### config.mk
export PLATFORM = sky130hd
export DESIGN_NAME = sprite_display_top
export DESIGN_NICKNAME = d
export VERILOG_FILES = /design/src/common/sprite_pkg.sv /design/src/hw/display_timing.sv /design/src/hw/frame_compositor.sv /design/src/hw/palette_lut.sv /design/src/hw/sprite_display_top.sv /design/src/sprite/sprite_engine.sv
export VERILOG_INCLUDE_DIRS = /design/src /design/src/common
export SDC_FILE = /design/constraint.sdc
export NUM_CORES = 1
export LEC_CHECK = 0
export ABC_AREA = 1
export BUFFER_PORTS_ARGS = -buffer_cell sky130_fd_sc_hd__buf_2
export CORE_MARGIN = 8
export CORE_UTILIZATION = 40
export DETAILED_ROUTE_END_ITERATION = 7
export GPL_ROUTABILITY_DRIVEN = 1
export PLACE_DENSITY = 0.56
export SLEW_MARGIN = 40
export SYNTH_ARGS = -nofsm -noshare
export SYNTH_HDL_FRONTEND = slang
export SYNTH_SLANG_ARGS = --single-unit
### constraint.sdc
create_clock -name clk_pix -period 2.11 [get_ports clk_pix]
set_input_delay 0.211 -clock clk_pix [delete_from_list [all_inputs] [get_ports clk_pix]]
set_output_delay 0.211 -clock clk_pix [all_outputs]
set_load 0.02 [all_outputs]
### src/common/sprite_macros.svh
// ################################################
// sprite display constants: raster timing, sprite
// geometry, motion and the transparent colour index
// ################################################

`ifndef SPRITE_MACROS_SVH
`define SPRITE_MACROS_SVH

// horizontal raster, pixels
`define SPR_H_RES       32
`define SPR_H_FP        2
`define SPR_H_SYNC      4
`define SPR_H_BP        2
`define SPR_H_TOTAL     (`SPR_H_RES + `SPR_H_FP + `SPR_H_SYNC + `SPR_H_BP)

// vertical raster, lines
`define SPR_V_RES       24
`define SPR_V_FP        1
`define SPR_V_SYNC      2
`define SPR_V_BP        1
`define SPR_V_TOTAL     (`SPR_V_RES + `SPR_V_FP + `SPR_V_SYNC + `SPR_V_BP)

// sprite bitmap and drawn size
`define SPR_WIDTH       8
`define SPR_HEIGHT      4
`define SPR_SCALE       1                           // shift, 2x
`define SPR_DRAW_W      (`SPR_WIDTH << `SPR_SCALE)
`define SPR_DRAW_H      (`SPR_HEIGHT << `SPR_SCALE)

`define SPR_SPEED       3   // pixels per frame, leftwards
`define SPR_START_Y     8
`define SPR_TRANS_INDX  9   // index drawn as background

`endif

### src/common/sprite_pkg.sv
// ################################################
// shared types for the sprite display pipeline
// ################################################

`include "sprite_macros.svh"

package sprite_pkg;

    typedef logic signed [7:0] coord_t;   // screen coordinate, may go negative
    typedef logic [3:0] cidx_t;           // palette index

    typedef logic [$clog2(`SPR_WIDTH * `SPR_HEIGHT)-1:0] bmp_addr_t;  // 5 bits

    typedef struct packed {
        logic [3:0] r;
        logic [3:0] g;
        logic [3:0] b;
    } colr_t;

    // host write into the sprite bitmap
    typedef struct packed {
        logic      valid;
        bmp_addr_t addr;
        cidx_t     cidx;
    } bmp_load_t;

    // host write into the palette
    typedef struct packed {
        logic  valid;
        cidx_t addr;
        colr_t colr;
    } pal_load_t;

    typedef struct packed {
        coord_t sx;
        coord_t sy;
        logic   hsync;
        logic   vsync;
        logic   de;      // active area
        logic   frame;   // first pixel of frame
        logic   line;    // first pixel of line
    } raster_t;

    typedef struct packed {
        logic  hsync;
        logic  vsync;
        logic  de;
        colr_t colr;
    } pix_out_t;

endpackage

### src/hw/display_timing.sv
// ################################################
// raster timing: pixel/line counters, sync, data
// enable and frame/line start pulses
// ################################################

`timescale 1ns/1ps
`include "sprite_macros.svh"

module display_timing (
    input  logic                clk_pix,
    input  logic                rst_pix,
    output sprite_pkg::raster_t raster
);

    sprite_pkg::coord_t sx;  // 0 .. H_TOTAL-1
    sprite_pkg::coord_t sy;  // 0 .. V_TOTAL-1

    logic line_end;
    logic frame_end;

    assign line_end  = (sx == sprite_pkg::coord_t'(`SPR_H_TOTAL - 1));
    assign frame_end = (sy == sprite_pkg::coord_t'(`SPR_V_TOTAL - 1));

    always_ff @(posedge clk_pix) begin
        if (rst_pix) begin
            sx <= '0;
            sy <= '0;
        end else if (line_end) begin
            sx <= '0;
            sy <= frame_end ? '0 : sy + sprite_pkg::coord_t'(1);  // next line or wrap
        end else begin
            sx <= sx + sprite_pkg::coord_t'(1);
        end
    end

    // outputs straight from the counters
    always_comb begin
        raster.sx = sx;
        raster.sy = sy;
        // active high sync pulses after the front porch
        raster.hsync = (sx >= `SPR_H_RES + `SPR_H_FP) &&
                       (sx <  `SPR_H_RES + `SPR_H_FP + `SPR_H_SYNC);
        raster.vsync = (sy >= `SPR_V_RES + `SPR_V_FP) &&
                       (sy <  `SPR_V_RES + `SPR_V_FP + `SPR_V_SYNC);
        raster.de    = (sx < `SPR_H_RES) && (sy < `SPR_V_RES);
        raster.frame = (sx == '0) && (sy == '0);
        raster.line  = (sx == '0);  // every line including blanking
    end

endmodule

### src/hw/frame_compositor.sv
// ################################################
// compositor: background bands, transparency,
// blanking and sync delay to match the pixel path
// ################################################

`timescale 1ns/1ps
`include "sprite_macros.svh"

module frame_compositor (
    input  logic                 clk_pix,
    input  logic                 rst_pix,
    input  sprite_pkg::raster_t  raster,
    input  sprite_pkg::cidx_t    spr_cidx,
    input  logic                 spr_drawing,
    input  sprite_pkg::colr_t    spr_colr,
    output sprite_pkg::pix_out_t pix_out
);

    localparam sprite_pkg::colr_t BAND_TOP = 12'h239;  // sky
    localparam sprite_pkg::colr_t BAND_MID = 12'h25B;
    localparam sprite_pkg::colr_t BAND_LOW = 12'h260;  // ground

    sprite_pkg::colr_t bg_colr;
    sprite_pkg::colr_t paint_colr;

    logic [2:0] sync_q1;  // {hsync, vsync, de}, raster + 1
    logic [2:0] sync_q2;  // raster + 2
    logic       drawing_q;  // opaque sprite pixel, lines up with spr_colr

    // band latched at line start, steady for the whole line
    always_ff @(posedge clk_pix) begin
        if (raster.line) begin
            if (raster.sy < 8) begin
                bg_colr <= BAND_TOP;
            end else if (raster.sy < 16) begin
                bg_colr <= BAND_MID;
            end else begin
                bg_colr <= BAND_LOW;
            end
        end
    end

    always_ff @(posedge clk_pix) begin
        if (rst_pix) begin
            sync_q1   <= '0;
            sync_q2   <= '0;
            drawing_q <= 1'b0;
        end else begin
            sync_q1   <= {raster.hsync, raster.vsync, raster.de};
            sync_q2   <= sync_q1;
            // palette adds a cycle, so qualify here
            drawing_q <= spr_drawing &&
                         (spr_cidx != sprite_pkg::cidx_t'(`SPR_TRANS_INDX));
        end
    end

    // sprite over background
    assign paint_colr = drawing_q ? spr_colr : bg_colr;

    // output register, third stage
    always_ff @(posedge clk_pix) begin
        if (rst_pix) begin
            pix_out <= '0;
        end else begin
            pix_out.hsync <= sync_q2[2];
            pix_out.vsync <= sync_q2[1];
            pix_out.de    <= sync_q2[0];
            pix_out.colr  <= sync_q2[0] ? paint_colr : '0;  // black in blanking
        end
    end

endmodule

### src/hw/palette_lut.sv
// ################################################
// 16-entry palette, host written, registered read
// ################################################

`timescale 1ns/1ps

module palette_lut (
    input  logic                  clk_pix,
    input  sprite_pkg::pal_load_t pal_load,
    input  sprite_pkg::cidx_t     spr_cidx,
    output sprite_pkg::colr_t     spr_colr
);

    localparam int PAL_DEPTH = 2 ** $bits(sprite_pkg::cidx_t);  // one per index

    sprite_pkg::colr_t pal_mem [PAL_DEPTH];  // 12-bit rgb entries

    // write port, no handshake
    always_ff @(posedge clk_pix) begin
        if (pal_load.valid) begin
            pal_mem[pal_load.addr] <= pal_load.colr;
        end
    end

    // read every cycle
    // same-entry write in this cycle is not seen until the next read
    always_ff @(posedge clk_pix) begin
        spr_colr <= pal_mem[spr_cidx];
    end

endmodule

### src/hw/sprite_display_top.sv
// ################################################
// sprite display top: timing, sprite engine,
// palette and compositor
// ################################################

`timescale 1ns/1ps

module sprite_display_top (
    input  logic                  clk_pix,
    input  logic                  rst_pix,
    input  sprite_pkg::bmp_load_t bmp_load,
    input  sprite_pkg::pal_load_t pal_load,
    output sprite_pkg::pix_out_t  pix_out
);

    sprite_pkg::raster_t raster;      // zero latency from counters
    sprite_pkg::cidx_t   spr_cidx;    // raster + 1
    logic                spr_drawing; // raster + 1
    sprite_pkg::colr_t   spr_colr;    // raster + 2

    display_timing u_display_timing (
        .clk_pix (clk_pix),
        .rst_pix (rst_pix),
        .raster  (raster)
    );

    sprite_engine u_sprite_engine (
        .clk_pix     (clk_pix),
        .rst_pix     (rst_pix),
        .raster      (raster),
        .bmp_load    (bmp_load),
        .spr_cidx    (spr_cidx),
        .spr_drawing (spr_drawing)
    );

    palette_lut u_palette_lut (
        .clk_pix  (clk_pix),
        .pal_load (pal_load),
        .spr_cidx (spr_cidx),
        .spr_colr (spr_colr)
    );

    // pix_out lands 3 cycles after raster
    frame_compositor u_frame_compositor (
        .clk_pix     (clk_pix),
        .rst_pix     (rst_pix),
        .raster      (raster),
        .spr_cidx    (spr_cidx),
        .spr_drawing (spr_drawing),
        .spr_colr    (spr_colr),
        .pix_out     (pix_out)
    );

endmodule

### src/sprite/sprite_engine.sv
// ################################################
// sprite engine: per-frame motion, hit test and
// scaled bitmap lookup from a host-loaded bitmap
// ################################################

`timescale 1ns/1ps
`include "sprite_macros.svh"

module sprite_engine (
    input  logic                  clk_pix,
    input  logic                  rst_pix,
    input  sprite_pkg::raster_t   raster,
    input  sprite_pkg::bmp_load_t bmp_load,
    output sprite_pkg::cidx_t     spr_cidx,
    output logic                  spr_drawing
);

    localparam int BMP_DEPTH = `SPR_WIDTH * `SPR_HEIGHT;
    localparam sprite_pkg::coord_t SPR_Y = sprite_pkg::coord_t'(`SPR_START_Y);  // fixed row

    sprite_pkg::coord_t spr_x;  // top left corner of drawn box

    sprite_pkg::cidx_t bmp_mem [BMP_DEPTH];  // host-loaded bitmap

    sprite_pkg::coord_t dx;  // offset inside drawn box
    sprite_pkg::coord_t dy;
    sprite_pkg::coord_t col;  // bitmap column after unscaling
    sprite_pkg::coord_t row;
    sprite_pkg::bmp_addr_t bmp_addr;
    logic hit;

    // x moves once per frame at the frame pulse
    always_ff @(posedge clk_pix) begin
        if (rst_pix) begin
            spr_x <= sprite_pkg::coord_t'(`SPR_H_RES);    // just off the right edge
        end else if (raster.frame) begin
            if (spr_x <= -(`SPR_DRAW_W)) begin
                spr_x <= sprite_pkg::coord_t'(`SPR_H_RES);  // fully gone so wrap right
            end else begin
                spr_x <= spr_x - sprite_pkg::coord_t'(`SPR_SPEED);
            end
        end
    end

    // hit test and address straight from the raster
    always_comb begin
        dx  = raster.sx - spr_x;
        dy  = raster.sy - SPR_Y;
        hit = (raster.sx >= spr_x) && (raster.sx <= spr_x + (`SPR_DRAW_W - 1)) &&
              (raster.sy >= SPR_Y) && (raster.sy <= SPR_Y + (`SPR_DRAW_H - 1));
        col = dx >>> `SPR_SCALE;  // each bitmap pixel covers 2x2
        row = dy >>> `SPR_SCALE;
        // address outside the box is masked by hit
        bmp_addr = sprite_pkg::bmp_addr_t'(row * `SPR_WIDTH + col);
    end

    // host writes are always accepted
    always_ff @(posedge clk_pix) begin
        if (bmp_load.valid) begin
            bmp_mem[bmp_load.addr] <= bmp_load.cidx;
        end
    end

    // registered read one cycle behind raster
    always_ff @(posedge clk_pix) begin
        spr_cidx <= bmp_mem[bmp_addr];
    end

    always_ff @(posedge clk_pix) begin
        if (rst_pix) begin
            spr_drawing <= 1'b0;
        end else begin
            spr_drawing <= hit;  // aligned with spr_cidx
        end
    end

endmodule

# Word level (Yosys, flattened, before mapping)

Memories as Yosys holds them, arrays and structs flattened. A register that Yosys moved wholly into a read port is not among the register bits.
Cells that the tools add are included.

$add $sub $neg: 7
Magnitude comparators: 13
Equal/unequal tests: 3
Mux-type cells: 8
Bitwise operators: 1
Reductions and logical operators: 12

Operators with widths:

| kind                                                              | number |
|---|---|
| < comparator 8 x 6 -> 1 bit, second input constant                | 3 |
| less-or-equal comparator 8 x 5 -> 1 bit, second input constant    | 2 |
| zero test 8 bit                                                   | 2 |
| < comparator 8 x 7 -> 1 bit, second input constant                | 2 |
| two-way mux 8 bit                                                 | 2 |
| two-way mux 12 bit                                                | 1 |
| adder 8 x 5 -> 9 bit, second input constant                       | 1 |
| less-or-equal comparator 8 x 9 -> 1 bit                           | 1 |
| adder 8 x 1 -> 8 bit, second input constant                       | 1 |
| adder 8 x 2 -> 8 bit, second input constant                       | 1 |
| equality test 8 x 6 -> 1 bit, second input constant               | 1 |
| equality test 8 x 7 -> 1 bit, second input constant               | 1 |
| greater-or-equal comparator 8 x 5 -> 1 bit, second input constant | 1 |
| greater-or-equal comparator 8 x 6 -> 1 bit, second input constant | 1 |
| greater-or-equal comparator 8 x 7 -> 1 bit, second input constant | 1 |
| greater-or-equal comparator 8 bit                                 | 1 |
| logical AND 1 bit                                                 | 8 |
| < comparator 8 x 5 -> 1 bit, second input constant                | 1 |
| subtractor 8 x 3 -> 8 bit, second input constant                  | 1 |
| two-way mux 6 bit                                                 | 1 |
| subtractor 6 bit                                                  | 1 |
| adder 5 bit                                                       | 1 |
| two-way mux 1 bit                                                 | 4 |
| inequality test 4 bit, second input constant                      | 1 |
| 3 further kinds                                                   | 4 |

Register bits: 59
Memory bits (writable): 320
Input bits: 29
Output and inout port bits: 15
Logic and storage cells: 62
Memories: 2

Memory list:

| memory                  | words | width | read ports | clocked after memory_dff | wr ports | RTL line            | RTL |
|---|---|---|---|---|---|---|---|
| u_palette_lut.pal_mem   | 16    | 12    | 1          | 1                        | 1        | palette_lut.sv:16   | `sprite_pkg::colr_t pal_mem [PAL_DEPTH];` |
| u_sprite_engine.bmp_mem | 32    | 4     | 1          | 1                        | 1        | sprite_engine.sv:23 | `sprite_pkg::cidx_t bmp_mem [BMP_DEPTH];` |

# Depth between registers and ports, before layout

Gate-level depths: netlist of run 1.

Depth after elaboration: 5
Depth in mapped cells: 17
Mapped depth without buffers: 15

# By module

From an unflattened synthesis of run 1, not the netlist that was laid out.

Cells, all modules: 1,813
Area, all modules: 17,446.7 µm²

By module, submodules not included:

| module           | instances | cells an instance | area an instance (µm²) | seq. area each (µm²) |
|---|---|---|---|---|
| palette_lut      | 1         | 813               | 8,562.0                | 6,005.8 |
| sprite_engine    | 1         | 746               | 6,884.1                | 4,103.9 |
| display_timing   | 1         | 162               | 1,102.3                | 320.3 |
| frame_compositor | 1         | 92                | 898.4                  | 560.5 |

# Worst setup path before layout of run 1

OpenSTA, ideal clock, no wires.

Kind: register -> register
Start: register u_display_timing.sx[0]
End: register u_sprite_engine.spr_cidx[0], read port of u_sprite_engine.bmp_mem
Library setup time: 0.058 ns
Arrival time: 2.190 ns
Required time: 2.052 ns
Slack: -0.139 ns
Stages on the path, launching flop included: 15
Buffers on the path: 0
Clock period less this slack: 2.249 ns
Cell sequence: dfxtp_1 > inv_1 > ha_1 > inv_1 > fa_1 > nand3_1 > nand2_1 > xor2_1 > ha_1 > xor2_1 > nand2_1 > nand2_1 > xnor2_1 > nand2_1 > nand2_1

Cells in the longest elaborated chain, start to end: 2

RTL lines:

| element                | RTL line             | RTL |
|---|---|---|
| from (decl)            | display_timing.sv:15 | `sprite_pkg::coord_t sx;` |
| from (signal assigned) | display_timing.sv:32 | `sx <= sx + sprite_pkg::coord_t'(1);` |
| subtractor 6 bit       | sprite_engine.sv:47  | `dx = raster.sx - spr_x;` |
| adder 5 bit            | sprite_engine.sv:54  | `` bmp_addr = sprite_pkg::bmp_addr_t'(row * `SPR_WIDTH + col); `` |
| to (decl)              | sprite_engine.sv:14  | `output sprite_pkg::cidx_t spr_cidx,` |

No other way between the ends.
A chain may end at the register's enable or synchronous reset.

# Final worst setup path of run 1

Start: register u_display_timing.sx[0]
End: register u_sprite_engine.spr_cidx[1], read port of u_sprite_engine.bmp_mem

The elaborated chain is that of the path after synthesis.

==> results of run 1 <==
-- sequential cells by signal, summed over array words and instances (netlist names) --
signal	cells
u_palette_lut.pal_mem	192
u_sprite_engine.bmp_mem	128
u_frame_compositor.pix_out	15
u_palette_lut.spr_colr	12
u_display_timing.sx	8
u_display_timing.sy	8
u_sprite_engine.spr_x	8
u_frame_compositor.bg_colr	4
u_sprite_engine.spr_cidx	4
u_frame_compositor.sync_q1	3
u_frame_compositor.sync_q2	3
u_frame_compositor.drawing_q	1
u_sprite_engine.spr_drawing	1
-- metrics by stage --
step | cells | power (mW) | utilization, % | hold WS [ps] | TNS, ps
after detailed placement | 2138 | 14.99 | 43.47 | 398.7 | -363.4
after floorplan | 1551 | 12.95 | - | 309.9 | 0
after CTS | 2217 | 22.00 | 46.82 | 6.540 | -329.4
after global routing | 2231 | 23.72 | 47.94 | 25.06 | -959.8
final | 2231 | 22.40 | 47.94 | 37.62 | -490.1
after global placement | 2138 | 14.96 | 43.46 | 390.8 | -350.9
-- critical path: stages, from the launching register on --
cell and delay, ps:
dfxtp_2 320, inv_2 70, ha_4 130, inv_4 30, fa_2 660, buf_4 170, clkbuf_16 160, nor2_1 50
o21ai_1 150, nand2_1 90, nand2_1 90, nand3_2 90, nand2_2 70, nand2_1 50, nand2_1 60
-- worst paths after layout --
path / from / to / slack [ps] / depth (start not counted)
worst max-delay path: u_display_timing.sx[0] / u_sprite_engine.spr_cidx[1] / -160 / 14
worst min-delay path: pal_load[8] / u_palette_lut.pal_mem[12][8] / 40 / 1
worst max register to register: u_display_timing.sx[0] / u_sprite_engine.spr_cidx[1] / -160 / 14
worst min register to register: u_frame_compositor.sync_q2[1] / u_frame_compositor.pix_out[13] / 400 / 2
-- placed cells by master (no fill, tap or decap), types with 6 or more instances in the layout --
cell type | Yosys | layout
a21oi_1 | 26 | 24
a31oi_1 | 6 | 6
buf_12 | 0 | 10
buf_2 | 25 | 43
buf_4 | 5 | 68
clkbuf_1 | 24 | 13
clkbuf_16 | 0 | 49
clkinv_1 | 1 | 7
dfxtp_1 | 63 | 57
dfxtp_2 | 0 | 6
edfxtp_1 | 324 | 324
ha_1 | 27 | 21
ha_4 | 0 | 6
inv_1 | 116 | 106
inv_2 | 4 | 11
nand2_1 | 352 | 331
nand2_2 | 2 | 21
nand3_1 | 95 | 83
nand3_2 | 1 | 13
nand4_1 | 9 | 9
nor2_1 | 240 | 237
nor3_1 | 9 | 9
o211ai_1 | 19 | 19
o21ai_0 | 129 | 118
o21ai_1 | 5 | 12
o221ai_1 | 7 | 7
o22ai_1 | 24 | 24
xor2_1 | 8 | 6
-- per-layer routing --
layer | share of wire (%) | wire length (um) | vias up
met1 | 44 | 17570 | 5421
met5 | 0 | 0 | -
li1 | - | - | 5525
met2 | 49 | 19380 | 247
met3 | 4.2 | 1677 | 63
met4 | 2.5 | 1001 | 0
-- power by group --
part / switching [mW] / internal (mW) / total, mW
combinational: 4.15 / 2.49 / 6.64
sequential: 0.231 / 8.62 / 8.85
clock: 2.89 / 4.02 / 6.92
-- area by class of cell --
class | count | area (um^2)
clock inverter | 16 | 125.1
fill | 3746 | 21160
tap | 532 | 665.6
timing repair buffer | 135 | 1162
sequential | 387 | 11000
multi-input combinational | 980 | 4893
inverter | 121 | 461.7
clock buffer | 60 | 1180
-- what timing repair did --
item	CTS	global route
cloned	0	8
gates resized for setup	13	64
endpoints found under the hold margin	17	0
buffers inserted	0	7
pin swaps	6	57
hold buffers	3	0
setup endpoints to repair	5	5
-- cell families (layout without fill, tap and decap cells) --
group,after synthesis,after routing
buffers and inverters,184,332
adders and majority gates,28,28
and+or+nand+nor,720,720
AOI/OAI and AO/OA,221,221
DFF,387,387
xor gates and xnor gates,11,11
==> results.tsv, run 1 <==
metric	value	unit
syn2layout_area_growth	18.84	%
synthAdderAreaFrac	2.182	%
final_area	19490	um^2
fin_crit	2268	ps
cp_data_arrival_time	2750	ps
cts_root_buf	clkbuf_16	
syn-num-nets	1608	
synth_top_area_share	59.34	%
hold_class	input port to flop	
gr-usage-met1	20.71	%
netlist_top_cells_count	352 x nand2_1, 324 x edfxtp_1, 240 x nor2_1	
synth-simple-area-share	17.80	%
async_flop_share	0	%
yosysTopAreaCell	edfxtp_1	
crit_fanout	12	
htree_levels	2	
rows	74	
end_kind	flop	
slew_headroom	55.29	%
die_h	218.5	um
synthTopCellsByArea	edfxtp_1 59%, nand2_1 8.1%, dfxtp_1 7.7%, nor2_1 5.5%, o21ai_0 3.9%	
grt_pass1_wl	61170	um
drc	0	
power_density	1150	nW/um^2
status	finished, violations left	
worstPathRequired	2590	ps
critPathKind	flop to flop	
yosysUniqueCellTypes	39	
ys_warn_count	0	
yosys-mux-area-fraction	0	%
antenna_found_initial	0	
viasPerCell	5.045	
cts_tree	built	
start_kind	flop	
slew_violations	0	
ys_ff_latch	387	
grt_max_degree	69	
drive_above_1_share	16.07	%
syn_inst	1551	
violations	negative setup slack	
cap_violations	0	
rsz0062_at_grt	true	
post-route-worst-setup-slack	-157.8	ps
preCtsSetupSlack	-98.47	ps
yosys_most_used_dff	edfxtp_1	
clkTransAtPathRegs	60	ps
numClockSinks	387	
finalHoldViolCount	0	
finalSetupViolCount	4	
first_pass_iters	5	
gp_congestion	0.8025	
synth.most_common_cell	nand2_1	
antennaDiodeCount	0	
io_pins	44	
place_hpwl	24560	um
placed_cell_area	17670	um^2
clk_latency	560	ps
vias	11260	
max-vdd-ir-drop	0.0006912	V
synth_area	16400	um^2
synth_edf_count	324	
die_area	47730	um^2
grtUsageMet2	27.69	%
grt_util_met3	3.138	%
grt_pass1_vias	11100	
period_share	107.5	%
cts_buffer_depth	3	
nets	1724	
avgSynthCellArea	10.57	um^2
synth_top_family_by_area	simple AND/OR/NAND/NOR gates	
grt-busiest-layer	met2	
synthXorXnorAreaFrac	0.5876	%
yosysSeqAreaShare	67.03	%
drtIter0Drc	649	
track_usage	16.26	%
worst_pin_slew	670.6	ps
cts_made_buffers	42	
grt.overflow.total	0	
p_leak	7.461	nW
synth_compound_area_share	7.516	%
fmax	0.4409	GHz
wl	39630	um
finClkSkew	17.40	ps
initial_core_util	40.34	%
post_drt_wl_per_cell	17.76	um
core	40650	um^2
ant_nets	0	
port_buffers	43	
die-width	218.5	um
Note: power is estimated with default switching activity, not from simulation.
==> inputs of run 2 (changes only) <==
--- a/config.mk
+++ b/config.mk
@@ -12,7 +12,7 @@
 export CORE_UTILIZATION = 40
 export DETAILED_ROUTE_END_ITERATION = 7
 export GPL_ROUTABILITY_DRIVEN = 1
-export PLACE_DENSITY = 0.56
+export PLACE_DENSITY = 0.57
 export SLEW_MARGIN = 40
 export SYNTH_ARGS = -nofsm -noshare
 export SYNTH_HDL_FRONTEND = slang
==> results.tsv, run 2 (synthesis gave the netlist of run 1 again) <==
metric	value	unit
crit_buf_inv	4	
status	finished, violations left	
cts_buffer_depth	3	
clkTransAtPathRegs	60	ps
slew_headroom	53.53	%
finalSetupViolCount	4	
final_common_cell	nand2_1	
r2r-start	u_display_timing.sx[0]	
worstSetupEndpoint	u_sprite_engine.spr_cidx[0]	
largest_reg_flops	192	
cp_data_arrival_time	2780	ps
cp.depth	14	
finClkSkew	15.28	ps
max-vdd-ir-drop	0.0007190	V
period_share	108.1	%
rsz0062_at_grt	true	
slowest_stage	fa_2	
drc	0	
post-route-worst-setup-slack	-170.1	ps
gp_congestion	0.8410	
cts_tree	built	
fmax	0.4386	GHz
grt_pass1_vias	11110	
end_kind	flop	
worst_pin_slew	697.1	ps
core	40650	um^2
htree_levels	2	
drive_above_1_share	16.61	%
slowest_delay	650	ps
grt_pass1_wl	61470	um
port_buffers	43	
crit_start	u_display_timing.sx[0]	
r2r_setup_slack	-170	ps
antenna_found_initial	1	
vias	11360	
power_density	1188	nW/um^2
clk_latency	570	ps
reg_top3	u_palette_lut.pal_mem: 192 flops, u_sprite_engine.bmp_mem: 128 flops, u_frame_compositor.pix_out: 15 flops	
rr_endpoint	u_sprite_engine.spr_cidx[0]	
cp_common_cell	nand2_1	
crit_family	adder cells	
viasPerCell	5.067	
final_cell_mix	332 x nand2_1, 324 x edfxtp_1, 235 x nor2_1	
io_pins	44	
die_area	47730	um^2
start_kind	flop	
wl	40090	um
crit_fanout	5	
finalHoldViolCount	0	
die_h	218.5	um
worstPathRequired	2610	ps
ant_nets	0	
first_pass_iters	5	
drtIter0Drc	716	
dp_cells	2152	
tns	-535.6	ps
rr_worst_depth	14	
grt_max_degree	41	
cts_made_buffers	43	
die-width	218.5	um
violations	negative setup slack	
min_from	pal_load[9]	
top_register	u_palette_lut.pal_mem	
p_leak	7.571	nW
track_usage	16.40	%
initial_core_util	40.34	%
cap_violations	0	
slew_violations	0	
cts_root_buf	clkbuf_16	
syn2layout_area_growth	19.90	%
crit_path_cell_trace	inv_2, ha_4, inv_4, fa_2, buf_6, buf_12, nor2_1, o21ai_1, nand2_1, nand2_1, nand3_2, nand2_1, nand2_1, nand2_1	
post_drt_wl_per_cell	17.88	um
layoutNonFillerInstCount	2242	
timing.hold.ws	29.26	ps
place_hpwl	25250	um
critPathKind	flop to flop	
rows	74	
hold_class	input port to flop	
antennaDiodeCount	0	
finalPower	23.35	mW
fin_crit	2280	ps
holdBufCountCts	0	
grt.overflow.total	0	
numClockSinks	387	
nets	1732	
run 2: worst min-delay path by stage:
stage | end | slack [ps] | cells after the start
final | u_palette_lut.pal_mem[11][9] | 30 | 1
after global routing | u_palette_lut.pal_mem[6][4] | 20 | 1
after CTS | u_palette_lut.pal_mem[5][2] | 3 | 1
after detailed placement | u_frame_compositor.pix_out[13] | 390 | 2
after global placement | u_frame_compositor.sync_q2[0] | 390 | 2
after floorplan | u_palette_lut.pal_mem[0][0] | 310 | 0
run 2: routing by layer:
layer | wire (um) | track usage (%) | up-vias
met4 | 1035 | 5.620 | 2
met3 | 2079 | 2.599 | 72
met1 | 17800 | 21.50 | 5457
met5 | 13 | 0 | -
li1 | - | - | 5551
met2 | 19160 | 27.39 | 279
run 2: layout make-up:
type	count	area (um^2)
Fill cell	3676	20990
Clock inverter	21	300.3
Multi-Input combinational cell	980	4855
Sequential cell	387	11000
Tap cell	532	665.6
Inverter	121	461.7
Clock buffer	59	1197
Timing Repair Buffer	142	1179
run 2: worst register-to-register path, stage by stage (launching register included):
cell     delay (ps)
dfxtp_2         330
inv_2            60
ha_4            130
inv_4            30
fa_2            650
buf_6           190
buf_12          130
nor2_1           50
o21ai_1         200
nand2_1         100
nand2_1          90
nand3_2          90
nand2_1          80
nand2_1          50
nand2_1          60
run 2: repair_timing:
item                                    CTS  global route
cloned                                    0             6
endpoints found under the setup margin    4             5
gates resized for setup                   7            68
pin swaps                                 8            37
setup buffers                             2             3
run 2: report_power, final:
part | internal [mW] | switching, mW | leakage [nW]
registers | 8.62 | 0.277 | 3.44
logic | 2.48 | 4.11 | 3.40
clock network | 4.85 | 3.01 | 0.729
run 2: per-stage QoR:
step | util (%) | area (um^2) | setup WS (ps)
6_report | 48.37 | 19660 | -170.1
3_5_place_dp | 43.69 | 17760 | -125.4
5_1_grt | 48.37 | 19660 | -290.0
3_3_place_gp | 43.69 | 17760 | -96.64
4_1_cts | 47.45 | 19280 | -85.79
2_1_floorplan | - | 16450 | 7.980
==> inputs of run 3 (changes only) <==
--- a/config.mk
+++ b/config.mk
@@ -7,12 +7,12 @@
 export NUM_CORES = 1
 export LEC_CHECK = 0
 export ABC_AREA = 1
-export BUFFER_PORTS_ARGS = -buffer_cell sky130_fd_sc_hd__buf_2
 export CORE_MARGIN = 8
 export CORE_UTILIZATION = 40
 export DETAILED_ROUTE_END_ITERATION = 7
+export DONT_BUFFER_PORTS = 1
 export GPL_ROUTABILITY_DRIVEN = 1
-export PLACE_DENSITY = 0.57
+export PLACE_DENSITY = 0.54
 export SLEW_MARGIN = 40
 export SYNTH_ARGS = -nofsm -noshare
 export SYNTH_HDL_FRONTEND = slang
==> constraint.sdc (replaced) <==
create_clock -name clk_pix -period 2.1 [get_ports clk_pix]
set_input_delay 0.21 -clock clk_pix [delete_from_list [all_inputs] [get_ports clk_pix]]
set_output_delay 0.21 -clock clk_pix [all_outputs]
set_load 0.02 [all_outputs]
==> results.tsv, run 3 (synthesis gave the netlist of run 1 again) <==
metric	value	unit
period_share	109.4	%
end_kind	flop	
dp_cells	2102	
finalSetupViolCount	4	
p_leak	7.367	nW
placed_cell_area	17520	um^2
post-route-util	47.69	%
finalPower	22.78	mW
violations	negative setup slack	
viasPerCell	5.080	
drtIter0Drc	808	
largest_reg_flops	192	
die_area	47730	um^2
post_drt_wl_per_cell	18.16	um
final_common_cell	nand2_1	
grt_max_degree	58	
drive_above_1_share	12.13	%
crit_fanout	6	
finClkSkew	12.70	ps
core	40650	um^2
critPathKind	flop to flop	
post-route-worst-setup-slack	-196.8	ps
numClockSinks	387	
track_usage	16.63	%
status	finished, violations left	
reg_top3	u_palette_lut.pal_mem: 192 flops, u_sprite_engine.bmp_mem: 128 flops, u_frame_compositor.pix_out: 15 flops	
fmax	0.4354	GHz
start_kind	flop	
clk_latency	550	ps
slew_violations	0	
power_density	1175	nW/um^2
rows	74	
max-vdd-ir-drop	0.0007126	V
wl	40060	um
io_pins	44	
first_pass_iters	5	
top_register	u_palette_lut.pal_mem	
place_hpwl	24840	um
nets	1700	
rsz0062_at_grt	true	
worst_pin_slew	678.4	ps
slew_headroom	54.62	%
htree_levels	2	
vias	11210	
tns	-530.4	ps
gp_congestion	0.8029	
worstPathRequired	2540	ps
fin_crit	2297	ps
finalHoldViolCount	0	
preCtsSetupSlack	-180.5	ps
syn2layout_area_growth	18.21	%
cts_made_buffers	42	
fillers	3724	
timing.hold.ws	26.44	ps
final_area	19380	um^2
die-width	218.5	um
cts_tree	built	
final_cell_mix	344 x nand2_1, 324 x edfxtp_1, 237 x nor2_1	
initial_core_util	40.34	%
cts_buffer_depth	3	
clkTransAtPathRegs	60	ps
cts_root_buf	clkbuf_16	
hold_class	input port to flop	
antenna_found_initial	0	
grt_pass1_wl	62020	um
antennaDiodeCount	0	
port_buffers	0	
ant_nets	0	
layoutNonFillerInstCount	2206	
grt.overflow.total	0	
die_h	218.5	um
drc	0	
cap_violations	0	
cp_data_arrival_time	2740	ps
grt_pass1_vias	10850	
run 3: cell count changes in the layout (fill, tap and decap cells not counted), moves of 6 or more:
cell	previous run	this run
nand3_1	86	92
nand2_1	332	344
nand3_2	10	4
buf_4	76	69
dlygate4sd3_1	0	17
buf_12	9	16
buf_2	43	0
nand2_2	21	9
run 3: worst max-delay path, cell delays in order, from the launching register on:
cell,delay (ps)
dfxtp_2,320
inv_2,70
ha_4,120
inv_2,40
fa_2,680
buf_12,180
buf_6,120
nand2_1,50
o21ai_1,90
nand2_1,90
nand2_1,100
nand2_2,60
nand3_2,100
nand2_2,60
nand2_1,60
nand2_1,50
run 3: report_power, final:
| part | switching [mW] | total (mW) | internal (mW) |
|---|---|---|---|
| registers | 0.187 | 8.85 | 8.66 |
| clock network | 2.94 | 7.44 | 4.50 |
| logic | 4.10 | 6.49 | 2.39 |
run 3: path summary, 6_finish.rpt:
check / cells after the start / endpoint / start / slack, ps
setup reg to reg: 15 / u_sprite_engine.spr_cidx[3] / u_display_timing.sx[0] / -200
setup / recovery: 15 / u_sprite_engine.spr_cidx[3] / u_display_timing.sx[0] / -200
hold / removal: 2 / u_sprite_engine.spr_x[5] / rst_pix / 30
hold reg to reg: 2 / u_frame_compositor.sync_q2[1] / u_frame_compositor.sync_q1[1] / 400
run 3: final cells by class:
| class | count | area (um^2) | share of cell area [%] |
|---|---|---|---|
| Inverter | 121 | 456.7 | 2.356 |
| Clock inverter | 17 | 230.2 | 1.188 |
| Sequential cell | 387 | 11000 | 56.73 |
| Multi-Input combinational cell | 980 | 4735 | 24.43 |
| Timing Repair Buffer | 111 | 1137 | 5.868 |
| Clock buffer | 58 | 1162 | 5.997 |
| Tap cell | 532 | 665.6 | 3.434 |
run 3: per-layer routing:
| layer | global-route usage [%] | vias to the layer above | part of all wire [%] |
|---|---|---|---|
| li1 | - | 5489 | - |
| met1 | 21.97 | 5366 | 44 |
| met2 | 27.58 | 277 | 48 |
| met3 | 3.138 | 75 | 5.3 |
| met4 | 4.904 | 0 | 2.5 |
| met5 | 0 | - | 0 |
run 3: what timing repair did:
| action | in CTS | in global routing |
|---|---|---|
| pin swaps | 1 | 20 |
| endpoints found under the hold margin | 336 | 0 |
| setup buffers | 5 | 2 |
| cloned | 2 | 2 |
| resized for setup | 10 | 33 |
| setup endpoints to repair | 4 | 5 |
| hold buffers | 21 | 0 |
